==> src/logic/dcache_pkg.sv <==
package dcache_pkg;

  // cache geometry
  localparam int s_offset   = 5;
  localparam int s_index    = 3;
  localparam int s_tag      = 24;
  localparam int num_sets   = 8;
  localparam int num_ways   = 4;
  localparam int line_bits  = 256;
  localparam int line_bytes = 32;

  // per-way, per-set metadata entry
  typedef struct packed {
    logic             valid;
    logic             dirty;
    logic [s_tag-1:0] tag;
  } meta_t;

  // pseudo-LRU tree state
  // bit 2 picks the half, bit 1 picks within ways 0/1, bit 0 within ways 2/3
  typedef logic [2:0] lru_t;

  // data write source for one way
  typedef enum logic [1:0] {
    no_write        = 2'b00,
    cpu_write_cache = 2'b01,
    mem_write_cache = 2'b10
  } way_write_t;

  // control FSM states
  typedef enum logic [1:0] {
    st_lookup    = 2'b00,
    st_writeback = 2'b01,
    st_fill      = 2'b10
  } ctrl_state_t;

endpackage

==> src/logic/dcache_set_array.sv <==
`timescale 1ns/1ps

module dcache_set_array #(
  parameter type entry_t = logic,
  parameter entry_t reset_value = '0
) (
  input  logic                           clk,
  input  logic                           rst_n,
  input  logic                           load,
  input  logic [dcache_pkg::s_index-1:0] rindex,
  input  logic [dcache_pkg::s_index-1:0] windex,
  input  entry_t                         datain,
  output entry_t                         dataout
);

  entry_t entries [dcache_pkg::num_sets];

  always_ff @(posedge clk or negedge rst_n)
  begin
    if (!rst_n)
    begin
      for (int i = 0; i < dcache_pkg::num_sets; i++)
      begin
        entries[i] <= reset_value;
      end
    end
    else if (load)
    begin
      entries[windex] <= datain;
    end
  end

  // combinational read
  assign dataout = entries[rindex];

endmodule

==> src/logic/dcache_way.sv <==
`timescale 1ns/1ps

module dcache_way (
  input  logic                                clk,
  input  logic                                rst_n,
  input  logic [dcache_pkg::s_index-1:0]      index,
  input  logic [dcache_pkg::s_tag-1:0]        req_tag,
  input  logic [31:0]                         cpu_wdata,
  input  logic [3:0]                          cpu_strb,
  input  logic [dcache_pkg::s_offset-3:0]     word_sel,
  input  logic [dcache_pkg::line_bits-1:0]    fill_line,
  input  logic                                meta_load,
  input  dcache_pkg::way_write_t              data_write,
  output dcache_pkg::meta_t                   meta,
  output logic [dcache_pkg::line_bits-1:0]    line,
  output logic                                tag_match
);

  logic [dcache_pkg::line_bits-1:0]  data_mem [dcache_pkg::num_sets];
  logic [dcache_pkg::line_bytes-1:0] byte_en;
  logic [dcache_pkg::line_bits-1:0]  data_in;
  dcache_pkg::meta_t                 meta_in;

  always_comb
  begin
    byte_en = '0;
    data_in = '0;
    meta_in = meta;
    unique case (data_write)
      dcache_pkg::cpu_write_cache:
      begin
        // strobe lands on the four bytes of the selected word
        byte_en = {{(dcache_pkg::line_bytes-4){1'b0}}, cpu_strb} << {word_sel, 2'b00};
        data_in = {(dcache_pkg::line_bits/32){cpu_wdata}};
        meta_in.dirty = 1'b1;
      end
      dcache_pkg::mem_write_cache:
      begin
        byte_en = '1;
        data_in = fill_line;
        meta_in.valid = 1'b1;
        meta_in.dirty = 1'b0;
        meta_in.tag   = req_tag;
      end
      default:
      begin
        byte_en = '0;
      end
    endcase
  end

  dcache_set_array #(
    .entry_t(dcache_pkg::meta_t)
  ) u_meta (
    .clk     (clk),
    .rst_n   (rst_n),
    .load    (meta_load),
    .rindex  (index),
    .windex  (index),
    .datain  (meta_in),
    .dataout (meta)
  );

  // byte-writable line storage
  always_ff @(posedge clk)
  begin
    for (int b = 0; b < dcache_pkg::line_bytes; b++)
    begin
      if (byte_en[b])
      begin
        data_mem[index][8*b +: 8] <= data_in[8*b +: 8];
      end
    end
  end

  assign line      = data_mem[index];
  assign tag_match = meta.valid && (meta.tag == req_tag);

endmodule

==> config.mk <==
export PLATFORM = sky130hd
export DESIGN_NAME = dcache_way
export DESIGN_NICKNAME = d
export VERILOG_FILES = /design/src/logic/dcache_pkg.sv /design/src/logic/dcache_set_array.sv /design/src/logic/dcache_way.sv
export SDC_FILE = /design/constraint.sdc
export NUM_CORES = 2
export LEC_CHECK = 0
export BUFFER_PORTS_ARGS = -buffer_cell sky130_fd_sc_hd__buf_2
export CAP_MARGIN = 25
export CORE_MARGIN = 1
export CORE_UTILIZATION = 60
export DETAILED_ROUTE_END_ITERATION = 7
export PLACE_DENSITY = 0.89
export SLEW_MARGIN = 20
export SYNTH_ARGS = -nofsm -noshare
export SYNTH_HDL_FRONTEND = slang
export SYNTH_SLANG_ARGS = --single-unit
==> constraint.sdc <==
create_clock -name clk -period 2.4 [get_ports clk]
set_clock_uncertainty 0.15 [all_clocks]
set_input_delay 0.24 -clock clk [delete_from_list [all_inputs] [get_ports clk]]
set_output_delay 0.24 -clock clk [all_outputs]
set_load 0.005 [all_outputs]
==> impl_metrics.toml, run 1 <==
[run_status]
outcome = "aborted with a tool error"
lastStage = "global routing (5_1_grt)"
error_line = "[ERROR GRT-0232] Routing congestion too high. Check the congestion heatmap in the GUI."

[floorplanning]
start_util_pct = 60.7
die_h_um = 381
rows = 138
io-pin-count = 610
dieWidth_um = 381

[place]
portBuffers = 609
dp.final_hpwl_um = 198000
routabilityCongestion = 0.938
dpl_cell_area_mm2 = 0.0986
dp.cells = 8514

[yosys]
synth_warnings = 0
synth-edff-count = 2048
async_reset_ff_share_pct = 9.22
syn-num-nets = 5891
post-synth-top-area-cell = "edfxtp_1"
syn_avg_cell_area_um2 = 15.5
ys_seq_area_share_pct = 77.3
post_synth_main_area_contributors = "edfxtp_1 71%, a22oi_1 8.1%, dfrtp_1 6.0%"
synth_area_mm2 = 0.0863
synth_cell_types = 55
post-synth-top-count-cell = "edfxtp_1"
synthFlopType = "edfxtp_1"
synthCells = 5562
synth_top_area_share_pct = 71.3
synthTopCellsByCount = "2048 x edfxtp_1, 928 x a22oi_1, 525 x nand2_1, 338 x nor2_1, 304 x a21oi_1"
synth_seq_cells = 2256

[grt]
antenna_found_initial = 103
grt.overflow.total = 91
grt_max_degree = 66
grt_util_all_layers_pct = 72.8

[clocking]
cts_max_level = 4
cts_buffers = 208
cts_sinks = 2256
clock-root-buffer = "clkbuf_16"
clk_path_buf_depth = 3

[timing]
crit_endpoint = "tag_match"
worstEpCategory = "primary output"
==> cell families after synthesis <==
logic type / Yosys count / share of synthesized area [%]
AO/OA/AOI/OAI: 1574 / 12.5
XOR/XNOR: 24 / 0.244
adder cells (fa/ha/maj): 2 / 0.0290
buffers and inverters: 400 / 2.04
flip-flops: 2256 / 77.3
multiplexers: 173 / 2.15
AND/OR/NAND/NOR: 1133 / 5.73
==> what timing repair did <==
action,in CTS
endpoints found under the setup margin,283
pin swaps,207
hold endpoints to repair,2462
buffers inserted,123
cloned,79
resized for setup,545
hold buffers,310
==> stage by stage <==
step	TNS, ns	setup WS, ns	util, %
CTS	-51.58	-1.13	80.4
detailed placement	-294.86	-0.490	69.4
global placement	-93.39	-0.515	69.4
floorplan	-33.48	-0.0985	-
==> layer usage <==
layer / GRT overflow / GRT usage, %
met4: 51 / 71.5
met2: 37 / 85.0
met5: 0 / 46.6
met1: 2 / 69.1
met3: 1 / 66.0
==> run 2, diff against run 1 <==
--- a/config.mk
+++ b/config.mk
@@ -8,9 +8,9 @@
 export BUFFER_PORTS_ARGS = -buffer_cell sky130_fd_sc_hd__buf_2
 export CAP_MARGIN = 25
 export CORE_MARGIN = 1
-export CORE_UTILIZATION = 60
+export CORE_UTILIZATION = 40
 export DETAILED_ROUTE_END_ITERATION = 7
-export PLACE_DENSITY = 0.89
+export PLACE_DENSITY_LB_ADDON = 0.15
 export SLEW_MARGIN = 20
 export SYNTH_ARGS = -nofsm -noshare
 export SYNTH_HDL_FRONTEND = slang
==> run 2 against run 1 <==
  * The flow now finishes, with violations (setup timing)
  * Synthesized cell count is the same
  * Synthesized area is the same
==> impl_metrics.toml, run 2 <==
[yosys]
async_reset_ff_share_pct = 9.22
synth_area_mm2 = 0.0863
post-synth-top-count-cell = "edfxtp_1"
ys_seq_area_share_pct = 77.3
synth_cell_types = 55
syn-num-nets = 5891
synth_seq_cells = 2256
synth_warnings = 0
syn_avg_cell_area_um2 = 15.5
synth_top_area_share_pct = 71.3
synth-edff-count = 2048
post_synth_main_area_contributors = "edfxtp_1 71%, a22oi_1 8.1%, dfrtp_1 6.0%"
synthTopCellsByCount = "2048 x edfxtp_1, 928 x a22oi_1, 525 x nand2_1, 338 x nor2_1, 304 x a21oi_1"
synthFlopType = "edfxtp_1"
post-synth-top-area-cell = "edfxtp_1"
synthCells = 5562

[final_layout]
final_cells = 10600
nFillCells = 17300
final_util_pct = 56.0
largest_reg_flops = 2048
drive_gt1_share_pct = 36.8
syn_to_final_growth_pct = 39.2
layout_common_cells = "2048 x edfxtp_1, 774 x buf_4, 534 x buf_2"
nets = 7881
stdcell_area_mm2 = 0.120
regMostFlops = "data_mem"
top_regs = "data_mem x2048, u_meta.entries x208"
mostFrequentLayoutCell = "edfxtp_1"

[clocking]
clk_path_buf_depth = 3
cts_tree = "done"
clk_pin_slew_ns = 0.06
cts_sinks = 2256
insertion_delay_ns = 0.91
clock-root-buffer = "clkbuf_16"
cts_max_level = 4
cts_buffers = 228

[setup_path]
cp_max_fo = 2
crit_required_ns = 2.01
critPathCaptureType = "output pin"
path_class = "reg -> out"
critPathArrivalTime_ns = 3.04
startpoint_type = "flip-flop"

[drt]
ant_nets = 0
vias = 61900
postRouteWirelength_um = 343000
post-route-drc-count = 0
firstDrtPassIters = 5
wl_per_cell_um = 32.3
drtIter0Drc = 7004
vias_per_cell = 5.83

[place]
pre_cts_ws_ns = -1.16
dpl_cell_area_mm2 = 0.101
dp.final_hpwl_um = 212000
portBuffers = 609
routabilityCongestion = 0.853
dp.cells = 9546

[timing]
fin_setup_tns_ns = -41.72
hold_violations = 0
report.final.slew_viol_count = 0
period_share_pct = 143
max_freq_mhz = 291
fin_crit_ns = 3.43
fin_ws_ns = -1.03
max_slew_margin_pct = 30.3
setup_viol = 299
worstMarginPinSlew_ns = 1.04
rsz0062_at_grt = "true"

[grt]
grt_pass1_wl_um = 465000
grt_util_all_layers_pct = 30.7
grt_pass1_vias = 58700
grt_max_degree = 80
grt.overflow.total = 0
antenna_found_initial = 28

[floorplanning]
start_util_pct = 40.2
io-pin-count = 610
coreArea_mm2 = 0.214
rows = 170
die_h_um = 466
dieWidth_um = 466
die_area_mm2 = 0.218

[run_status]
violations = "setup timing"
outcome = "finished, violations left"

[power]
p_leak_uw = 0.0394
irDropWorstVdd_mv = 0.778
p_per_area_mw_per_mm2 = 757

[flow_run]
drv_cap = 0

[min_path]
hold_path.class = "in -> reg"
-- run 2: path summary, 6_finish.rpt --
path                                startpoint             endpoint  slack (ns)  cells after the start
setup / recovery           u_meta.entries[113]            tag_match       -1.03                      9
hold / removal                   cpu_wdata[16]     data_mem[3][144]        0.02                      4
setup reg to reg            u_meta.entries[53]   u_meta.entries[27]        0.18                      8
hold reg to reg            u_meta.entries[124]  u_meta.entries[124]        0.33                      2
max in group asynchronous                rst_n  u_meta.entries[103]        1.43                      4
min in group asynchronous                rst_n   u_meta.entries[94]        0.36                      4
-- run 2: report_power, final --
group	switching, uW	total [uW]	internal (uW)
Sequential	635	45000	44400
Combinational	6440	11500	5060
Clock	15500	34400	18900
Total	22600	90900	68300
-- run 2: cell type report --
type	instances	area (um2)	share of cell area [%]
inverter	2	7.51	0.00625
timing repair buffer	2158	21600	18.0
tap	2838	3550	2.96
multi-input combinational	2906	21000	17.5
clock inverter	143	1220	1.01
antenna	39	97.6	0.0812
clock buffer	286	5970	4.97
sequential	2256	66700	55.5
-- run 2: what timing repair did --
action,in CTS,in global routing
resized for setup,623,466
hold buffers,328,0
setup endpoints to repair,475,524
pin swaps,317,319
cloned,83,20
hold endpoints to repair,2463,0
setup buffers,147,93
-- run 2: layer usage --
layer | part of all wire (%) | track usage [%]
met5 | 0.0061 | 0
met4 | 3.9 | 12.3
met3 | 8.6 | 5.29
met2 | 46 | 47.5
met1 | 41 | 43.2
-- run 2: per-stage QoR --
| step | total power (uW) | hold WS (ns) |
|---|---|---|
| after floorplan | 49500 | -0.206 |
| after global placement | 54700 | 0.129 |
| after detailed placement | 54800 | 0.128 |
| after CTS | 90400 | 0.00117 |
| after global routing | 93400 | 0.0484 |
| final | 90900 | 0.0186 |
-- run 2: critical path, stage by stage (launching register included) --
cell and delay [ns]:
dfrtp_1 0.37, mux4_2 0.48, nor2_2 0.11, a221oi_2 0.05
xor2_1 0.16, nor4_2 0.35, buf_4 0.17, nand4_1 0.08
nor4_2 0.20, buf_2 0.17
-- run 2: cell families (layout without fill, tap and decap cells) --
logic type               count (synthesis)  in the layout  share of synthesized area (%)
AO/OA/AOI/OAI                         1574           1574                           12.5
buffers and inverters                  400           2589                           2.04
multiplexers                           173            173                           2.15
other                                    0             39                              0
AND/OR/NAND/NOR                       1133           1133                           5.73
XOR/XNOR                                24             24                          0.244
flip-flops                            2256           2256                           77.3
adder cells (fa/ha/maj)                  2              2                         0.0290
(Power assumes the default switching activity.)
