===== src/logic/dcache_pkg.sv =====
package dcache_pkg;

  // cache geometry
  localparam int s_offset   = 5;
  localparam int s_index    = 3;
  localparam int s_tag      = 24;
  localparam int num_sets   = 8;
  localparam int num_ways   = 4;
  localparam int line_bits  = 256;
  localparam int line_bytes = 32;

  // per-way, per-set metadata entry
  typedef struct packed {
    logic             valid;
    logic             dirty;
    logic [s_tag-1:0] tag;
  } meta_t;

  // pseudo-LRU tree state
  // bit 2 picks the half, bit 1 picks within ways 0/1, bit 0 within ways 2/3
  typedef logic [2:0] lru_t;

  // data write source for one way
  typedef enum logic [1:0] {
    no_write        = 2'b00,
    cpu_write_cache = 2'b01,
    mem_write_cache = 2'b10
  } way_write_t;

  // control FSM states
  typedef enum logic [1:0] {
    st_lookup    = 2'b00,
    st_writeback = 2'b01,
    st_fill      = 2'b10
  } ctrl_state_t;

endpackage


===== src/logic/dcache_set_array.sv =====
`timescale 1ns/1ps

module dcache_set_array #(
  parameter type entry_t = logic,
  parameter entry_t reset_value = '0
) (
  input  logic                           clk,
  input  logic                           rst_n,
  input  logic                           load,
  input  logic [dcache_pkg::s_index-1:0] rindex,
  input  logic [dcache_pkg::s_index-1:0] windex,
  input  entry_t                         datain,
  output entry_t                         dataout
);

  entry_t entries [dcache_pkg::num_sets];

  always_ff @(posedge clk or negedge rst_n)
  begin
    if (!rst_n)
    begin
      for (int i = 0; i < dcache_pkg::num_sets; i++)
      begin
        entries[i] <= reset_value;
      end
    end
    else if (load)
    begin
      entries[windex] <= datain;
    end
  end

  // combinational read
  assign dataout = entries[rindex];

endmodule


===== src/logic/dcache_metadata_check.sv =====
`timescale 1ns/1ps

module dcache_metadata_check (
  input  logic                                clk,
  input  logic                                rst_n,
  input  logic [dcache_pkg::s_index-1:0]      index,
  input  logic [dcache_pkg::s_offset-3:0]     word_sel,
  input  logic [dcache_pkg::num_ways-1:0]     tag_match,
  input  dcache_pkg::meta_t                   metas [dcache_pkg::num_ways],
  input  logic [dcache_pkg::line_bits-1:0]    lines [dcache_pkg::num_ways],
  input  logic                                lru_update,
  output logic                                hit,
  output logic [1:0]                          hit_way,
  output logic [31:0]                         rdata_word,
  output logic [1:0]                          victim_way,
  output logic                                victim_dirty,
  output logic [31:0]                         wb_addr,
  output logic [dcache_pkg::line_bits-1:0]    wb_line
);

  dcache_pkg::lru_t lru;
  dcache_pkg::lru_t lru_next;
  logic [1:0]       tree_way;

  dcache_set_array #(
    .entry_t(dcache_pkg::lru_t)
  ) u_lru (
    .clk     (clk),
    .rst_n   (rst_n),
    .load    (lru_update),
    .rindex  (index),
    .windex  (index),
    .datain  (lru_next),
    .dataout (lru)
  );

  always_comb
  begin
    hit     = |tag_match;
    hit_way = '0;
    for (int w = dcache_pkg::num_ways-1; w >= 0; w--)
    begin
      if (tag_match[w])
      begin
        hit_way = 2'(w);
      end
    end
  end

  assign rdata_word = lines[hit_way][{word_sel, 5'b00000} +: 32];

  // the lowest invalid way wins over the tree victim
  always_comb
  begin
    tree_way   = lru[2] ? (lru[1] ? 2'd0 : 2'd1) : (lru[0] ? 2'd2 : 2'd3);
    victim_way = tree_way;
    for (int w = dcache_pkg::num_ways-1; w >= 0; w--)
    begin
      if (!metas[w].valid)
      begin
        victim_way = 2'(w);
      end
    end
  end

  assign victim_dirty = metas[victim_way].valid && metas[victim_way].dirty;
  assign wb_addr      = {metas[victim_way].tag, index, {dcache_pkg::s_offset{1'b0}}};
  assign wb_line      = lines[victim_way];

  // point the tree away from the way just used
  always_comb
  begin
    lru_next = lru;
    unique case (hit_way)
      2'd0:
      begin
        lru_next[2] = 1'b0;
        lru_next[1] = 1'b0;
      end
      2'd1:
      begin
        lru_next[2] = 1'b0;
        lru_next[1] = 1'b1;
      end
      2'd2:
      begin
        lru_next[2] = 1'b1;
        lru_next[0] = 1'b0;
      end
      default:
      begin
        lru_next[2] = 1'b1;
        lru_next[0] = 1'b1;
      end
    endcase
  end

endmodule


===== config.mk =====
export PLATFORM = sky130hd
export DESIGN_NAME = dcache_metadata_check
export DESIGN_NICKNAME = d
export VERILOG_FILES = /design/src/logic/dcache_pkg.sv /design/src/logic/dcache_set_array.sv /design/src/logic/dcache_metadata_check.sv
export SDC_FILE = /design/constraint.sdc
export NUM_CORES = 1
export LEC_CHECK = 0
export BUFFER_PORTS_ARGS = -buffer_cell sky130_fd_sc_hd__buf_2
export CORE_AREA = 4 4 563 565
export DETAILED_ROUTE_END_ITERATION = 6
export DIE_AREA = 0 0 567 569
export PLACE_DENSITY = 0.3
export SLEW_MARGIN = 0
export SYNTH_ARGS = -nofsm -noshare
export SYNTH_HDL_FRONTEND = slang
export SYNTH_SLANG_ARGS = --single-unit

===== constraint.sdc =====
create_clock -name clk -period 4.2 [get_ports clk]
set_input_delay 1.05 -clock clk [delete_from_list [all_inputs] [get_ports clk]]
set_output_delay 1.05 -clock clk [all_outputs]
set_load 0.005 [all_outputs]

=== Yosys cells after proc, flatten, opt, wreduce, memory -nomap -nowiden ===
Cells that the tools add are included.
Widths: inputs -> output; s select.

* Flip-flop bits (word level): 24
* Input port bits: 1141
* Output and inout port bits: 326
* Word-level logic and storage cells: 52

* $lt $le $gt $ge: 4
* Equal/unequal tests: 2
* Shifts and indexed selects: 1
* Mux-type cells: 29
* Bitwise logic cells: 3
* Reduce and logical (&&, ||, !) cells: 5

{| class="wikitable"
|+ Operators with widths
! cell !! count
|-
| $bmux 256 s2 || 2
|-
| $mux 256 || 4
|-
| $shiftx 256x9->32 || 1
|-
| $bmux 26 s2 || 1
|-
| $mux 26 || 2
|-
| $bwmux 24 || 1
|-
| $mux 2 || 9
|-
| $bmux 3 s3 || 1
|-
| $demux 3 s3 || 1
|-
| $mux 3 || 3
|-
| $ge 3x3->1 const B || 2
|-
| $not 2->3 || 2
|-
| $ge 4x4->1 const B || 1
|-
| $lt 4x1->1 const B || 1
|-
| $not 3->4 || 1
|-
| $pmux 1 s2 || 2
|-
| $reduce_or 4->1 || 1
|-
| $mux 1 || 3
|-
| $eq 2x1->1 const B || 1
|-
| $eq 2x2->1 const B || 1
|-
| $logic_and 1x1->1 || 2
|-
| $logic_not 2->1 || 1
|-
| $reduce_or 2->1 || 1
|}

=== Logic depth before layout (Yosys ltp) ===
Gate-level depths: netlist of run 1.

* Depth after elaboration: 15
* Depth in mapped cells: 10

=== Modules after synthesis ===
From an unflattened synthesis of run 1, not the netlist that was laid out.

* Cell total of the unflattened synthesis: 1782
* Area, all modules: 16370.7 µm²

{| class="wikitable"
|+ By module, submodules not included
! module !! times used !! cells an instance !! area an instance (µm²) !! sequential area each (µm²)
|-
| dcache_metadata_check || 1 || 1716 || 15212.1 || 0.0
|-
| dcache_set_array || 1 || 66 || 1158.6 || 600.6
|}

=== Worst setup path after synthesis of run 1 ===
Ideal clock, no wire load.

* Path kind: input to output
* Start point: in index[0] (netlist bit)
* End point: out wb_line[236] (netlist bit)
* Data arrival time: 3.183 ns
* Required time: 3.150 ns
* Path slack: -0.033 ns
* Stages: 9
* Cells stage by stage: buf_2 -> mux4_2 -> mux2i_4 -> mux2_4 -> o221a_2 -> buf_6 -> buf_8 -> buf_6 -> mux2i_1

* Longest elaborated chain between the ends: 14

{| class="wikitable"
|+ RTL lines
! item !! line !! text
|-
| start: declaration || dcache_metadata_check.sv:6 || <nowiki>input logic [dcache_pkg::s_index-1:0] index,</nowiki>
|-
| $not 3->4 (implied by the code) * || dcache_set_array.sv:34 || <nowiki>assign dataout = entries[rindex];</nowiki>
|-
| $bmux 3 s3 * || dcache_set_array.sv:34 ||
|-
| $mux 3 (implied by the code) * (2 in series) || dcache_set_array.sv:34 ||
|-
| $mux 1 || dcache_metadata_check.sv:55 || <nowiki>tree_way = lru[2] ? (lru[1] ? 2'd0 : 2'd1) : (lru[0] ? 2'd2 : 2'd3);</nowiki>
|-
| $mux 2 * || dcache_metadata_check.sv:55 ||
|-
| $mux 2 * (4 in series) || dcache_metadata_check.sv:59 || <nowiki>if (!metas[w].valid)</nowiki>
|-
| $not 2->3 (implied by the code) * || dcache_metadata_check.sv:68 || <nowiki>assign wb_line = lines[victim_way];</nowiki>
|-
| $bmux 256 s2 * || dcache_metadata_check.sv:68 ||
|-
| $mux 256 (implied by the code) * (2 in series) || dcache_metadata_check.sv:68 ||
|-
| end: declaration || dcache_metadata_check.sv:18 || <nowiki>output logic [dcache_pkg::line_bits-1:0] wb_line</nowiki>
|}

Mark *: on every way between the ends. The rest lies on a longest branch, timed or not. The select of a mux whose other input is x is not followed.

=== Worst setup path after layout of run 1 ===
* Start point: in index[0] (netlist bit)
* End point: out wb_line[157] (netlist bit)

The elaborated chain is that of the path after synthesis.

==> flow_summary.ini, run 1 <==
[die]
dieHeight_um = 569
die-area_um2 = 323000
rows = 205
io_pins = 1467
initial_utilization = 0.0570
coreArea_um2 = 311000
die_w_um = 567

[clock_tree]
cts_tree = done
ctsHoldBuffers = 0
cts.htree.levels = 1
clk_latency_ps = 270
path_clk_slew_ps = 70
numCtsBuffers = 3
cts_max_path_buffers = 2
root_buffer = clkbuf_16
numClockSinks = 24

[drt]
finalWirelength_um = 349000
via_per_inst = 3.90
first_iter_violations = 2871
antenna_left = 0
wl_met3_um = 39500
top_layer = met5
met2_length_um = 156000
first_pass_iters = 5
wl_per_cell_um = 42.5
post-route-drc-count = 0
wl_met1_um = 138000
vias = 32100

[logic_synthesis]
synth_async_sr_flop_share = 1.00
muxShareOfSynthArea = 0.531
synth_top_family_by_area = multiplexers
ys_types = 38
synthAdderAreaFrac = 0
synth_top_area_share = 0.476
synthFlopType = dfrtp_1
synth_edf_count = 0
syn_area_um2 = 17700
yosys.cell_count.top_type = mux2i_1
ys_top_cells_by_area = mux2i_1 (48%), a221oi_1 (13%), a221o_1 (7.2%), a22oi_1 (5.4%), mux4_2 (4.8%)
synth-simple-area-share = 0.0559
synth_compound_area_frac = 0.298
yosysSeqAreaShare = 0.0338
avgSynthCellArea_um2 = 8.76
synth-xor-area-share = 0
yosysWarnings = 0
synth_common_cells = mux2i_1 (843), a221oi_1 (256), clkbuf_1 (143)
synth_seq_cells = 24
syn_inst = 2025
synth_largest_area_cell = mux2i_1

[setup_path]
path_class = in -> out
crit_required_ps = 3150
worstPathCellList = buf_12, mux4_2, mux2i_4, buf_6, mux2_4, o221a_4, buf_4, buf_12, buf_16, buf_6, buf_16, mux2i_1, buf_4
cp_slowest_stage_delay_ps = 540
startpoint_type = primary input
crit_path_end_kind = output port
slowest_stage = mux4_2
arrival_ps = 3840
cp_max_fo = 7

[timing]
clock_skew_ps = 4.05
max_freq_mhz = 205
hold_viol = 0
worst_pin_slew_ps = 1130
fin_crit_sh = 1.16
rsz0062_at_grt = true
drv_slew = 0
finalSetupViolCount = 313
period_needed_ps = 4890
worst_slack_ps = -687
relSlewSlack = 0.249

[layout]
final_util = 0.148
regMostFlops = u_lru.entries
drive_gt1_frac = 0.720
final_nets = 5118
reg.largest.list = u_lru.entries (24)
fillerInstances = 35400
syn_to_final_growth_pct = 159
largest_reg_flops = 24

[global_route]
grt_overflow = 0
antenna_found_initial = 361
grtUsageTotal = 0.198
grt_start_max_net_pins = 56
grt_pass1_vias = 30800
grt_pass1_wl_um = 407000

[placed_design]
hpwl_um = 301000
portBuffers = 1461
dp_slack_ps = -2360
routabilityCongestion = 0.918

[run]
drv_cap = 0

[power]
p_leak_nw = 17.7
power_density_nw_per_um2 = 171
vdd_ir_drop_max_mv = 0.115

[status]
status = complete, but fails checks
failed_checks = negative setup slack

[hold_path]
hold_class = reg -> reg
==> area by class of cell <==
cell class	instances	area [um2]	area share
clock buffer	3	75.1	0.00163
multi-input combinational	1731	21300	0.463
antenna	113	283	0.00614
timing repair buffer	2211	18500	0.403
sequential	24	601	0.0130
inverter	6	30.0	0.000652
tap	4140	5180	0.113
==> critical path, delay by kind of cell <==
kind,cells,cell delay (ps)
buffers and inverters,8,1170
AO/OA/AOI/OAI,1,260
multiplexers,4,1270
==> path summary, 6_finish.rpt <==
path | from | end | slack [ps] | cells past startpoint
hold reg to reg | u_lru.entries[4] | u_lru.entries[4] | 490 | 2
setup reg to reg | u_lru.entries[3] | u_lru.entries[9] | 2400 | 5
setup / recovery | index[0] | wb_line[157] | -690 | 13
max in group asynchronous | rst_n | u_lru.entries[4] | 2910 | 1
hold / removal | u_lru.entries[4] | u_lru.entries[4] | 490 | 2
min in group asynchronous | rst_n | u_lru.entries[5] | 820 | 1
==> stage by stage <==
stage	instances	hold slack (ps)	setup TNS [ps]	cell area, um2	power (mW)
finish	8228	489	-156760	46000	7.89
CTS	8018	495	-166780	40900	7.20
global route	8178	531	-169890	45900	8.18
floorplan	2029	450	0	17800	2.02
global placement	7880	477	-236800	34500	5.88
detailed placement	7882	477	-222790	34600	5.84
==> layer usage <==
layer	up-vias	track usage
li1	12500	-
met1	16100	0.236
met2	2438	0.325
met3	765	0.0857
met4	232	0.0511
met5	-	0
==> where the power goes <==
group	internal [mW]	switching [mW]
sequential	0.284	0.0367
clock	0.127	0.0996
combinational	3.38	3.96
==> timing repair <==
| item | CTS | global route |
|---|---|---|
| pin swaps | 9 | 33 |
| cloned | 29 | 23 |
| endpoints found under the hold margin | 0 | 0 |
| setup buffers | 136 | 136 |
| setup endpoints to repair | 315 | 315 |
| resized for setup | 836 | 808 |
==> logic make-up after synthesis <==
family,count (synthesis)
AND/OR/NAND/NOR,168
AO/OA/AOI/OAI,667
other,1
buffers and inverters,274
multiplexers,891
flip-flops,24
==> cell usage in the layout (no fill, tap or decap), types with 37 or more instances in the layout <==
cell,synthesis,layout
a21oi_1,134,71
a221oi_2,0,94
mux2i_2,0,114
buf_6,3,231
mux4_2,38,38
a221o_1,128,128
mux2i_4,1,298
a21oi_2,0,37
buf_4,51,378
buf_8,9,58
diode_2,0,113
a22oi_1,128,128
or2_1,128,128
buf_2,45,1277
buf_12,0,191
mux2i_1,843,432
buf_16,0,50
a221oi_1,256,142
(Power assumes the default switching activity.)
==> inputs of run 2 (changes only) <==
==> constraint.sdc (replaced) <==
create_clock -name clk -period 4.2 [get_ports clk]
set_input_delay 0.63 -clock clk [delete_from_list [all_inputs] [get_ports clk]]
set_output_delay 0.63 -clock clk [all_outputs]
set_load 0.005 [all_outputs]
==> flow_summary.ini, run 2 (synthesized netlist as in run 1, its figures left out) <==
[clock_tree]
cts_max_path_buffers = 2
root_buffer = clkbuf_16
cts.htree.levels = 1
clk_latency_ps = 250
numClockSinks = 24
numCtsBuffers = 3
path_clk_slew_ps = 60
ctsHoldBuffers = 0
cts_setup_buffers = 0
cts_tree = done

[layout]
syn_to_final_growth_pct = 90.6
final_cell_mix = buf_2 (1420), mux2i_1 (813), buf_4 (353)
largest_reg_flops = 24
regMostFlops = u_lru.entries
multi_input_area_um2 = 16000
drive_gt1_frac = 0.547
reg.largest.list = u_lru.entries (24)
final_nets = 4777
fillerInstances = 36400
register_area_um2 = 601
final_common_cell = buf_2
final_util = 0.109

[timing]
clock_skew_ps = 2.81
fin_crit_sh = 1.04
max_freq_mhz = 230
finalSetupViolCount = 3
rsz0062_at_grt = true
worst_slack_ps = -153
relSlewSlack = 0.287
hold_viol = 0
timing.hold.ws_ps = 372
worst_pin_slew_ps = 1070
period_needed_ps = 4350
drv_slew = 0

[power]
vdd_ir_drop_max_mv = 0.117
p_leak_nw = 14.0
power_density_nw_per_um2 = 168

[setup_path]
arrival_ps = 3720
path_delay_family = multiplexers
path_class = in -> out
startpoint_type = primary input
cp_max_fo = 26
crit_path_end_kind = output port
cp_slowest_stage_delay_ps = 700
worstPathCellList = buf_2, mux4_2, mux2i_4, mux2_4, o221a_4, buf_12, buf_12, mux2i_2, buf_2
path_buf_inv = 4
crit_required_ps = 3570
slowest_stage = mux2i_2

[drt]
wl_per_cell_um = 38.8
finalWirelength_um = 305000
post-route-drc-count = 0
vias = 29400
via_per_inst = 3.75
antenna_left = 0
first_pass_iters = 7
first_iter_violations = 2600

[global_route]
grt_overflow = 0
antenna_found_initial = 326
grt_pass1_wl_um = 370000
grt_start_max_net_pins = 60
grt_pass1_vias = 29000
grtUsageTotal = 0.178

[placed_design]
portBuffers = 1461
hpwl_um = 278000
routabilityCongestion = 0.928

[die]
dieHeight_um = 569
io_pins = 1467
initial_utilization = 0.0570
rows = 205
coreArea_um2 = 311000
die_w_um = 567
die-area_um2 = 323000

[hold_path]
hold_class = in -> async

[run]
drv_cap = 0

[status]
failed_checks = negative setup slack
status = complete, but fails checks
## run 2: cell count changes in the layout (fill, tap and decap cells not counted), sizes merged
cell,before,now
diode,113,76
clkbuf,27,4
buf,2185,1868
bufbuf,2,1
## run 2: cell type report
| type | count | share of cell area |
|---|---|---|
| Multi-Input combinational cell | 1731 | 0.475 |
| Clock buffer | 3 | 0.00222 |
| Inverter | 6 | 0.000888 |
| Sequential cell | 24 | 0.0178 |
| Tap cell | 4140 | 0.153 |
| Antenna cell | 76 | 0.00562 |
| Timing Repair Buffer | 1870 | 0.346 |
## run 2: worst register-to-register path, stage by stage (launching register included)
cell     delay [ps]
dfrtp_1         380
mux4_2          470
mux2i_1         200
nor2_1           70
nor2_1          480
a21oi_1         150
## run 2: report_power, final
group | total [mW] | internal, mW | switching (mW)
Clock | 0.202 | 0.126 | 0.0763
Sequential | 0.315 | 0.284 | 0.0307
Combinational | 5.17 | 2.08 | 3.08
Total | 5.69 | 2.49 | 3.19
## run 2: timing repair
action,CTS,global route
gates resized for setup,33,24
endpoints found under the hold margin,0,0
pin swaps,0,0
endpoints found under the setup margin,47,23
cloned,1,0
## run 2: stage by stage
step                      area (um2)  cells  setup slack (ps)  total power, mW  setup TNS [ps]
after CTS                      33500   7774             -83.8             5.79            -251
after global routing           33700   7821              -171             6.00            -459
after detailed placement       33300   7770              -517             5.53           -7350
after floorplan                17800   2029               807             2.01               0
final                          33800   7850              -153             5.69            -344
after global placement         33300   7770              -515             5.54           -7620
## run 2: layer usage
layer | vias up | track usage | share of wire
met5 | - | 0 | 0.0057
met4 | 250 | 0.0501 | 0.039
met3 | 685 | 0.0853 | 0.12
met2 | 2223 | 0.288 | 0.44
met1 | 14600 | 0.209 | 0.39
li1 | 11700 | - | -
## run 2: final timing paths
path,startpoint,endpoint,slack (ps),depth (start not counted)
hold reg to reg,u_lru.entries[1],u_lru.entries[1],500,2
setup / recovery,index[0],wb_line[164],-150,9
max in group asynchronous,rst_n,u_lru.entries[18],3450,1
hold / removal,rst_n,u_lru.entries[8],370,1
min in group clk,u_lru.entries[1],u_lru.entries[1],500,2
setup reg to reg,u_lru.entries[1],u_lru.entries[19],2290,5
