## src/logic/dcache_pkg.sv

```systemverilog
package dcache_pkg;

  // cache geometry
  localparam int s_offset   = 5;
  localparam int s_index    = 3;
  localparam int s_tag      = 24;
  localparam int num_sets   = 8;
  localparam int num_ways   = 4;
  localparam int line_bits  = 256;
  localparam int line_bytes = 32;

  // per-way, per-set metadata entry
  typedef struct packed {
    logic             valid;
    logic             dirty;
    logic [s_tag-1:0] tag;
  } meta_t;

  // pseudo-LRU tree state
  // bit 2 picks the half, bit 1 picks within ways 0/1, bit 0 within ways 2/3
  typedef logic [2:0] lru_t;

  // data write source for one way
  typedef enum logic [1:0] {
    no_write        = 2'b00,
    cpu_write_cache = 2'b01,
    mem_write_cache = 2'b10
  } way_write_t;

  // control FSM states
  typedef enum logic [1:0] {
    st_lookup    = 2'b00,
    st_writeback = 2'b01,
    st_fill      = 2'b10
  } ctrl_state_t;

endpackage

```

## src/logic/dcache_control.sv

```systemverilog
`timescale 1ns/1ps

module dcache_control (
  input  logic                                clk,
  input  logic                                rst_n,
  // APB slave
  input  logic                                psel,
  input  logic                                penable,
  input  logic                                pwrite,
  input  logic [31:0]                         paddr,
  input  logic [31:0]                         pwdata,
  input  logic [3:0]                          pstrb,
  output logic [31:0]                         prdata,
  output logic                                pready,
  output logic                                pslverr,
  // backing memory
  output logic                                mem_req,
  output logic                                mem_we,
  output logic [31:0]                         mem_addr,
  output logic [dcache_pkg::line_bits-1:0]    mem_wdata,
  input  logic [dcache_pkg::line_bits-1:0]    mem_rdata,
  input  logic                                mem_ack,
  // from metadata check
  input  logic                                hit,
  input  logic [1:0]                          hit_way,
  input  logic [1:0]                          victim_way,
  input  logic                                victim_dirty,
  input  logic [31:0]                         wb_addr,
  input  logic [dcache_pkg::line_bits-1:0]    wb_line,
  input  logic [31:0]                         rdata_word,
  // to the ways
  output logic [dcache_pkg::s_index-1:0]      index,
  output logic [dcache_pkg::s_tag-1:0]        req_tag,
  output logic [dcache_pkg::s_offset-3:0]     word_sel,
  output logic [31:0]                         cpu_wdata,
  output logic [3:0]                          cpu_strb,
  output logic [dcache_pkg::line_bits-1:0]    fill_line,
  output logic [dcache_pkg::num_ways-1:0]     meta_load,
  output dcache_pkg::way_write_t              data_write [dcache_pkg::num_ways],
  output logic                                lru_update
);

  dcache_pkg::ctrl_state_t state;
  logic [1:0]              victim_q;
  logic                    unaligned;
  logic                    lookup_access;
  logic                    hit_access;
  logic                    miss;
  logic                    fill_done;

  // address decode
  assign req_tag   = paddr[31:32-dcache_pkg::s_tag];
  assign index     = paddr[dcache_pkg::s_offset+dcache_pkg::s_index-1:dcache_pkg::s_offset];
  assign word_sel  = paddr[dcache_pkg::s_offset-1:2];
  assign cpu_wdata = pwdata;
  assign cpu_strb  = pstrb;
  assign fill_line = mem_rdata;

  assign unaligned     = |paddr[1:0];
  assign lookup_access = (state == dcache_pkg::st_lookup) && psel && penable;
  assign hit_access    = lookup_access && !unaligned && hit;
  assign miss          = lookup_access && !unaligned && !hit;
  assign fill_done     = (state == dcache_pkg::st_fill) && mem_req && mem_ack;

  // zero wait states on a hit or an error
  assign pready     = lookup_access && (unaligned || hit);
  assign pslverr    = lookup_access && unaligned;
  assign prdata     = (hit_access && !pwrite) ? rdata_word : '0;
  assign lru_update = hit_access;

  assign mem_we    = (state == dcache_pkg::st_writeback);
  assign mem_addr  = mem_we ? wb_addr : {paddr[31:dcache_pkg::s_offset], {dcache_pkg::s_offset{1'b0}}};
  assign mem_wdata = wb_line;

  always_comb
  begin
    meta_load = '0;
    for (int w = 0; w < dcache_pkg::num_ways; w++)
    begin
      data_write[w] = dcache_pkg::no_write;
    end
    if (hit_access && pwrite)
    begin
      meta_load[hit_way]  = 1'b1;
      data_write[hit_way] = dcache_pkg::cpu_write_cache;
    end
    else if (fill_done)
    begin
      meta_load[victim_q]  = 1'b1;
      data_write[victim_q] = dcache_pkg::mem_write_cache;
    end
  end

  always_ff @(posedge clk or negedge rst_n)
  begin
    if (!rst_n)
    begin
      state    <= dcache_pkg::st_lookup;
      mem_req  <= 1'b0;
      victim_q <= '0;
    end
    else
    begin
      unique case (state)
        dcache_pkg::st_lookup:
        begin
          if (miss)
          begin
            victim_q <= victim_way;
            mem_req  <= 1'b1;
            state    <= victim_dirty ? dcache_pkg::st_writeback : dcache_pkg::st_fill;
          end
        end
        dcache_pkg::st_writeback:
        begin
          // req drops for one cycle before the fill request
          if (mem_req && mem_ack)
          begin
            mem_req <= 1'b0;
            state   <= dcache_pkg::st_fill;
          end
        end
        dcache_pkg::st_fill:
        begin
          if (fill_done)
          begin
            mem_req <= 1'b0;
            state   <= dcache_pkg::st_lookup;
          end
          else
          begin
            mem_req <= 1'b1;
          end
        end
        default:
        begin
          state <= dcache_pkg::st_lookup;
        end
      endcase
    end
  end

endmodule

```

## config.mk

```make
export PLATFORM = sky130hd
export DESIGN_NAME = dcache_control
export DESIGN_NICKNAME = d
export VERILOG_FILES = /design/src/logic/dcache_pkg.sv /design/src/logic/dcache_control.sv
export SDC_FILE = /design/constraint.sdc
export NUM_CORES = 1
export LEC_CHECK = 0
export BUFFER_PORTS_ARGS = -buffer_cell sky130_fd_sc_hd__buf_2
export CAP_MARGIN = 30
export CORE_AREA = 2 2 513 515
export CTS_CLUSTER_DIAMETER = 200
export DETAILED_ROUTE_END_ITERATION = 16
export DIE_AREA = 0 0 515 517
export PLACE_DENSITY = 0.3
export SYNTH_ARGS = -nofsm -noshare
export SYNTH_HDL_FRONTEND = slang
export SYNTH_SLANG_ARGS = --single-unit
```

## constraint.sdc

```tcl
create_clock -name clk -period 1.9 [get_ports clk]
set_clock_uncertainty 0.05 [all_clocks]
set_input_delay 0 -clock clk [delete_from_list [all_inputs] [get_ports clk]]
set_output_delay 0 -clock clk [all_outputs]
set_load 0.02 [all_outputs]
```

**After elaboration in Yosys (flattened, before gate mapping)**

Cells that the tools add are included.

- Bits in registers: 5
- Input bits: 656
- Output and inout port bits: 659
- Logic and storage cells: 67

- Equal/unequal tests: 5
- Multiplexer cells: 23
- $lt $le $gt $ge: 8
- Reduce and logical (&&, ||, !) cells: 26
- Bitwise operators: 2

Operator list:

| kind | count |
|---|---|
| $mux 32 | 2 |
| $logic_and 1x1->1 | 16 |
| $mux 8 | 2 |
| $mux 2 | 6 |
| $demux 2 s2 | 2 |
| $mux 4 | 2 |
| $ge 3x3->1 const B | 2 |
| $lt 2x3->1 const B | 2 |
| $lt 3x1->1 const B | 2 |
| $not 2->3 | 2 |
| $pmux 2 s3 | 1 |
| $reduce_and 3->1 | 2 |
| $mux 1 | 5 |
| $demux 1 s2 | 2 |
| $ge 2x1->1 const B | 2 |
| $ne 2x2->1 const B | 2 |
| $logic_not 1->1 | 3 |
| $pmux 1 s3 | 1 |
| $reduce_bool 3->1 | 1 |
| $eq 2x1->1 const B | 1 |
| $eq 2x2->1 const B | 1 |
| $logic_not 2->1 | 1 |
| $ne 2x1->1 const B | 1 |
| $reduce_and 2->1 | 1 |
| 2 further kinds | 2 |

**Logic depth before layout (Yosys ltp)**

Gate-level depths: netlist (run 1).

- Depth after elaboration: 7
- Gate-level depth with buffers: 5
- Gate-level depth less buffers: 3

**Least setup slack after synthesis (run 1)**

No wires, ideal clock.

- Path kind: register to output
- Start: register state[1]
- End: output port meta_load[2] (netlist name)
- Data arrival time: 1.607 ns
- Stages on the path, launching flop included: 4
- Path slack: 0.243 ns
- Path through: dfrtp_1 and4bb_2 nand4_1 o32ai_1

- Word-level cells in the longest chain between the ends: 7

RTL lines:

| element | line | RTL |
|---|---|---|
| from (decl) | dcache_control.sv:43 | `dcache_pkg::ctrl_state_t state;` |
| from (signal assigned) | dcache_control.sv:98 | `state <= dcache_pkg::st_lookup;` |
| from (signal assigned) | dcache_control.sv:111 | `state <= victim_dirty ? dcache_pkg::st_writeback : dcache_pkg::st_fill;` |
| from (signal assigned) | dcache_control.sv:120 | `state <= dcache_pkg::st_fill;` |
| $logic_not 2->1 | dcache_control.sv:60 | `assign lookup_access = (state == dcache_pkg::st_lookup) && psel && penable;` |
| $logic_and 1x1->1 (2 in series) | dcache_control.sv:60 |  |
| $logic_and 1x1->1 (2 in series) | dcache_control.sv:61 | `assign hit_access = lookup_access && !unaligned && hit;` |
| $logic_and 1x1->1 | dcache_control.sv:82 | `if (hit_access && pwrite)` |
| $mux 4 * | dcache_control.sv:82 |  |
| to (decl) | dcache_control.sv:38 | `output logic [dcache_pkg::num_ways-1:0] meta_load,` |

Every way passes the cells marked *; elsewhere a longest branch is shown, timed or not.

**Worst setup path after layout (run 1)**

- Start: register state[0]
- End: output port mem_addr[23]

- Word-level cells in the longest chain between the ends: 2

RTL lines:

| element | line | RTL |
|---|---|---|
| $eq 2x1->1 | dcache_control.sv:71 | `assign mem_we = (state == dcache_pkg::st_writeback);` |
| $mux 32 | dcache_control.sv:72 | `assign mem_addr = mem_we ? wb_addr : {paddr[31:dcache_pkg::s_offset], {dcache_pkg::s_offset{1'b0}}};` |
| to (decl) | dcache_control.sv:19 | `output logic [31:0] mem_addr,` |

Every way passes these cells.

==> impl_metrics.csv, run 1 <==
group,metric,value,unit
clock_network,cts_setup_buffers,0,
setup_path,critPathLaunchType,"register",
detailed_routing,post-route-drc-count,0,
power_and_ir_drop,total_power,3.73,mW
yosys,synth_ff_type,"dfrtp_1",
clock_network,clk_latency,0.23,ns
timing,slew_headroom,51.1,%
yosys,synth_seq_cells,5,
die,die_x,515,um
placed_design,dp_hpwl,134,mm
timing,hold_slack,-0.00610,ns
timing,fmax,536,MHz
final_layout,fillers,30900,
clock_network,numCtsBuffers,3,
die,die_h,517,um
clock_network,htree_num_levels,1,
placed_design,port_buffers,212,
clock_network,clk_pin_slew_worst_paths,0.04,ns
setup_path,reg2regPathDepth,3,
timing,finalSetupTns,0,ns
setup_path,cp.required,1.85,ns
grt,grt_max_degree,33,
yosys,synth_cell_types,26,
power_and_ir_drop,intPower,1.43,mW
clock_network,clk_path_buf_depth,2,
grt,antenna_found_initial,291,
power_and_ir_drop,combPwrFrac,85.7,%
die,core,261000,um2
setup_path,reg2reg_slack,0.50,ns
final_layout,seq_area,125,um2
power_and_ir_drop,switchingPower,2.30,mW
detailed_routing,route.met3.wl,27.2,mm
power_and_ir_drop,pwr-share-clk,9.5,%
hold_path,whs_path_depth,2,
setup_path,endpoint_kind,"output pin",
yosys,synth_area_per_cell,7.59,um2
detailed_routing,drt_wl_total,141,mm
yosys,synth_top_cell_by_area,"buf_4",
grt,grt_use_total,9.94,%
hold_path,min_path_type,"primary input to register",
grt,grt_pass1_vias,5668,
clock_network,cts_tree,"built",
timing,worst_pin_slew,0.731,ns
yosys,syn_nets,1354,
yosys,synth.cell_area,5300,um2
placed_design,gp_congestion,0.816,
placed_design,postPlaceCellArea,6350,um2
die,rows,188,
yosys,synth-edff-count,0,
timing,finalCritPeriodShare,98.2,%
run_status,outcome,"complete, but fails checks",
timing,rsz0062_at_grt,"true",
clock_network,clkSinkCount,5,
detailed_routing,highest_layer,"met5",
detailed_routing,ant_nets,0,
setup_path,crit_arrival,1.82,ns
yosys,synth_warnings,0,
yosys,async_reset_ff_share,100,%
die,pin_count,1315,
timing,setup_viol,0,
yosys,yosys-top-cells-area,"buf_4, mux2_2, and2_1",
detailed_routing,wl_met1,46.6,mm
final_layout,layout_commonest_cell,"dlygate4sd3_1",
die,start_util,2.03,%
final_layout,fin_area,12200,um2
setup_path,crit_path_max_fanout,25,
timing,slew_viol_final,0,
power_and_ir_drop,p_seq_share,4.7,%
detailed_routing,drt-wirelength-per-cell,32.1,um
final_layout,area_growth,129,%
timing,final_hold_viol_count,1,
detailed_routing,drt-initial-drc-count,265,
setup_path,criticalPathCategory,"register to output pin",
power_and_ir_drop,p_leak,3.70,nW
yosys,yosysSeqAreaShare,2.36,%
grt,grt_pass1_wl,151,mm
yosys,netlist_instances,698,
run_status,violations,"hold timing",
yosys,synth_top_area_share,81.9,%
final_layout,final_cell_mix,"dlygate4sd3_1, buf_2, and2_1",
final_layout,drive_gt1_share,28.7,%
grt,grt_overflow,0,
final_layout,fin_nets,1546,
clock_network,cts_root_buf,"clkbuf_16",
hold_path,min_to,"victim_q[0]",
detailed_routing,firstDrtPassIters,4,
setup_path,r2r_end,"victim_q[0]",
die,die_area,266000,um2
detailed_routing,vias,6583,
job,max_cap_viol_count,0,
power_and_ir_drop,p_per_area,307,nW/um2
timing,period_minus_slack,1.87,ns
power_and_ir_drop,swShare,61.7,%
hold_path,hold_start,"victim_way[0]",
final_layout,multiInputGateArea,802,um2
setup_path,timing.rr.start,"state[0]",
detailed_routing,route.met2.wl,61.2,mm
power_and_ir_drop,ir_worst_vdd,317,uV
detailed_routing,viasPerCell,1.50,
## Yosys cell counts (all sizes together), types with 2 or more instances
| cell | count |
|---|---|
| and3 | 3 |
| buf | 582 |
| nor3 | 3 |
| and2 | 37 |
| o21bai | 3 |
| nand2 | 6 |
| a21oi | 2 |
| nor2 | 8 |
| o21ai | 2 |
| mux2 | 29 |
| and4b | 2 |
| dfrtp | 5 |
| clkbuf | 3 |
| inv | 2 |
## cell families after synthesis
group | after synthesis | share of synthesized area (%)
AND/OR/NAND/NOR | 67 | 7.49
flip-flops | 5 | 2.36
multiplexers | 29 | 6.16
buffers and inverters | 587 | 82.7
AO/OA/AOI/OAI | 10 | 1.30
## state kept, by name (all words and copies together), names as in the netlist
name and flops:
mem_req 1, state 2, victim_q 2
## per-stage QoR
stage / worst slack (ns) / util, % / instances
4_1_cts: 0.0158 / 4.58 / 4309
6_report: 0.0341 / 4.65 / 4381
3_5_place_dp: 0.206 / 2.43 / 3752
2_1_floorplan: 0.243 / - / 698
5_1_grt: -0.0272 / 4.61 / 4334
3_3_place_gp: 0.219 / 2.43 / 3752
## what timing repair did
| item | 4_1_cts | 5_1_grt |
|---|---|---|
| resized for setup | 1 | 1 |
| hold endpoints to repair | 557 | 0 |
| cloned | 0 | 0 |
| pin swaps | 0 | 0 |
| endpoints found under the setup margin | 4 | 17 |
| hold buffers | 553 | 0 |
## per-layer routing
layer,global-route usage (%),vias to the layer above
li1,-,2046
met1,10.4,2627
met2,16.0,1325
met3,7.45,477
met4,1.75,108
met5,0,-
## final cells by class
type | instances | area share, %
timing repair buffer | 772 | 55.0
tap | 3420 | 35.2
inverter | 2 | 0.0618
sequential | 5 | 1.03
antenna | 72 | 1.48
multi-input combinational | 106 | 6.60
clock buffer | 4 | 0.649
## power by group through the flow
stage / combinational (mW) / sequential (mW) / clock, mW
finish: 3.20 / 0.177 / 0.355
global route: 3.35 / 0.185 / 0.372
CTS: 3.30 / 0.185 / 0.354
detailed placement: 0.820 / 0.186 / 0
global placement: 0.822 / 0.186 / 0
floorplan: 1.98 / 0.173 / 0
## how the worst max path moves through the flow
stage | start | cells past startpoint | slack (ns) | end
after floorplan | state[1] | 3 | 0.24 | meta_load[2]
after global placement | state[0] | 5 | 0.22 | mem_addr[28]
after detailed placement | state[0] | 5 | 0.21 | mem_addr[30]
after CTS | state[0] | 5 | 0.02 | data_write[4]
after global routing | state[0] | 5 | -0.03 | mem_addr[29]
final | state[0] | 5 | 0.03 | mem_addr[23]
## worst max-delay path, cell delays in order (launching register included)
cell,delay [ns]
dfrtp_1,0.39
buf_4,0.15
nor2b_4,0.18
buf_12,0.21
mux2_2,0.39
buf_2,0.16
Power figures use the tool's default switching activity.
==> run 2: changes to the inputs <==
--- a/config.mk
+++ b/config.mk
@@ -6,7 +6,6 @@
 export NUM_CORES = 1
 export LEC_CHECK = 0
 export BUFFER_PORTS_ARGS = -buffer_cell sky130_fd_sc_hd__buf_2
-export CAP_MARGIN = 30
 export CORE_AREA = 2 2 513 515
 export CTS_CLUSTER_DIAMETER = 200
 export DETAILED_ROUTE_END_ITERATION = 16
==> constraint.sdc (replaced) <==
create_clock -name clk -period 1.9 [get_ports clk]
set_clock_uncertainty 0.05 [all_clocks]
set_input_delay 0.19 -clock clk [delete_from_list [all_inputs] [get_ports clk]]
set_output_delay 0.19 -clock clk [all_outputs]
set_load 0.02 [all_outputs]
==> impl_metrics.csv, run 2 (same netlist as run 1, synthesis figures left out) <==
group,metric,value,unit
setup_path,endpoint_kind,"output pin",
clock_network,clk_pin_slew_worst_paths,0.03,ns
clock_network,numCtsBuffers,3,
timing,rsz0062_at_grt,"true",
setup_path,critPathLaunchType,"register",
die,pin_count,1315,
die,rows,188,
detailed_routing,viasPerCell,0.896,
detailed_routing,firstDrtPassIters,4,
timing,setup_viol,63,
power_and_ir_drop,combPwrFrac,65.5,%
job,max_cap_viol_count,0,
detailed_routing,drt-wirelength-per-cell,37.0,um
placed_design,port_buffers,212,
clock_network,clk_latency,0.23,ns
clock_network,htree_num_levels,1,
power_and_ir_drop,pwr-share-clk,23.3,%
final_layout,layout_commonest_cell,"buf_2",
final_layout,fin_nets,1010,
timing,final_hold_viol_count,0,
clock_network,cts_root_buf,"clkbuf_16",
placed_design,post-place-ws,0.00465,ns
setup_path,reg2regPathDepth,7,
hold_path,min_path_type,"primary input to register",
placed_design,dp.cells,3756,
setup_path,cp_num_buf_inv,4,
timing,period_minus_slack,2.03,ns
setup_path,criticalPathCategory,"register to output pin",
timing,slew_viol_final,0,
timing,slew_headroom,66.9,%
grt,grt_overflow,0,
power_and_ir_drop,p_per_area,201,nW/um2
power_and_ir_drop,swShare,48.3,%
placed_design,gp_congestion,0.812,
timing,finalCritPeriodShare,107,%
timing,fmax,494,MHz
die,start_util,2.03,%
placed_design,dp_hpwl,134,mm
clock_network,cts_tree,"built",
detailed_routing,drt_wl_total,140,mm
final_layout,final_cell_mix,"buf_2, buf_6, and2_4",
timing,worst_pin_slew,0.499,ns
run_status,violations,"setup timing",
setup_path,critPathTopFamily,"buffers and inverters",
grt,antenna_found_initial,45,
die,die_area,266000,um2
setup_path,slowest_stage,"dfrtp_1",
detailed_routing,vias,3386,
power_and_ir_drop,p_leak,1.69,nW
grt,grt_max_degree,33,
grt,grt_pass1_vias,3412,
die,die_x,515,um
setup_path,crit_path_max_fanout,6,
final_layout,layout.cells.non_filler,3781,
setup_path,path_cells,"buf_6, nor2b_4, buf_12, buf_16, mux2_2, buf_2",
timing,setup_ws,-0.125,ns
hold_path,whs_path_depth,2,
detailed_routing,ant_nets,0,
power_and_ir_drop,p_seq_share,11.3,%
die,core,261000,um2
detailed_routing,post-route-drc-count,0,
setup_path,cp.required,1.66,ns
power_and_ir_drop,ir_worst_vdd,323,uV
setup_path,critPathMaxStageDelay,0.39,ns
final_layout,area_growth,39.4,%
run_status,outcome,"complete, but fails checks",
clock_network,clk_path_buf_depth,2,
setup_path,crit_arrival,1.79,ns
grt,grt_use_total,9.99,%
power_and_ir_drop,switchingPower,0.720,mW
final_layout,reg.largest.list,"state x2, victim_q x2, mem_req x1",
final_layout,drive_gt1_share,91.8,%
die,die_h,517,um
grt,grt_pass1_wl,146,mm
detailed_routing,drt-initial-drc-count,95,
setup_path,cp.depth,6,
power_and_ir_drop,intPower,0.769,mW
clock_network,clkSinkCount,5,
==> run 2: cell count changes in the layout (fill, tap and decap cells not counted), moves of 14 or more <==
cell           delta
mux2_2           -14
mux2_4           +14
buf_6            +63
buf_2            -64
dlygate4sd3_1   -552
and2_1           -36
and2_4           +36
diode_2          -64
==> run 2: what timing repair did <==
item,4_1_cts,5_1_grt
hold endpoints to repair,5,0
gates cloned,2,3
endpoints found under the setup margin,72,75
hold buffers,1,0
buffers inserted,7,1
gates resized for setup,116,101
pin swaps,1,32
==> run 2: area by class of cell <==
class	count	area, um2
Multi-Input combinational cell	106	1070
Fill cell	31200	254000
Tap cell	3420	4280
Timing Repair Buffer	236	1810
Sequential cell	5	125
Antenna cell	8	20.0
Clock buffer	4	78.8
Inverter	2	7.51
==> run 2: layer usage <==
layer | track usage [%] | vias to the layer above | part of all wire [%] | wire (um)
li1 | - | 901 | - | -
met1 | 3.71 | 1099 | 13 | 17600
met2 | 13.9 | 992 | 39 | 54300
met3 | 18.6 | 362 | 40 | 56200
met4 | 6.60 | 32 | 8.2 | 11400
met5 | 0.901 | - | 0.35 | 494
==> run 2: worst paths after layout <==
path / from / end / slack [ns]
max in group asynchronous: rst_n / victim_q[1] / 1.39
worst max register to register: state[0] / mem_req / 0.29
worst max-delay path: state[1] / mem_addr[22] / -0.13
min in group asynchronous: rst_n / state[0] / 0.26
worst min register to register: victim_q[1] / victim_q[1] / 0.63
worst min-delay path: victim_way[1] / victim_q[1] / 0.17
==> run 2: power groups by stage <==
stage | sequential, mW | combinational [mW] | clock (mW)
finish | 0.168 | 0.974 | 0.347
global route | 0.172 | 1.03 | 0.364
CTS | 0.162 | 0.999 | 0.352
detailed placement | 0.160 | 0.858 | 0
global placement | 0.157 | 0.861 | 0
floorplan | 0.173 | 1.98 | 0
==> run 2: metrics by stage <==
| stage | hold slack [ns] | total power, mW | utilization [%] | TNS [ns] | area, um2 |
|---|---|---|---|---|---|
| 2_1_floorplan | -0.156 | 2.16 | - | 0 | 5300 |
| 3_3_place_gp | -0.0344 | 1.02 | 2.45 | 0 | 6390 |
| 3_5_place_dp | -0.0317 | 1.02 | 2.45 | 0 | 6390 |
| 4_1_cts | 0.166 | 1.51 | 2.68 | -3.60 | 7010 |
| 5_1_grt | 0.181 | 1.57 | 2.82 | -7.72 | 7380 |
| 6_report | 0.169 | 1.49 | 2.83 | -3.85 | 7390 |
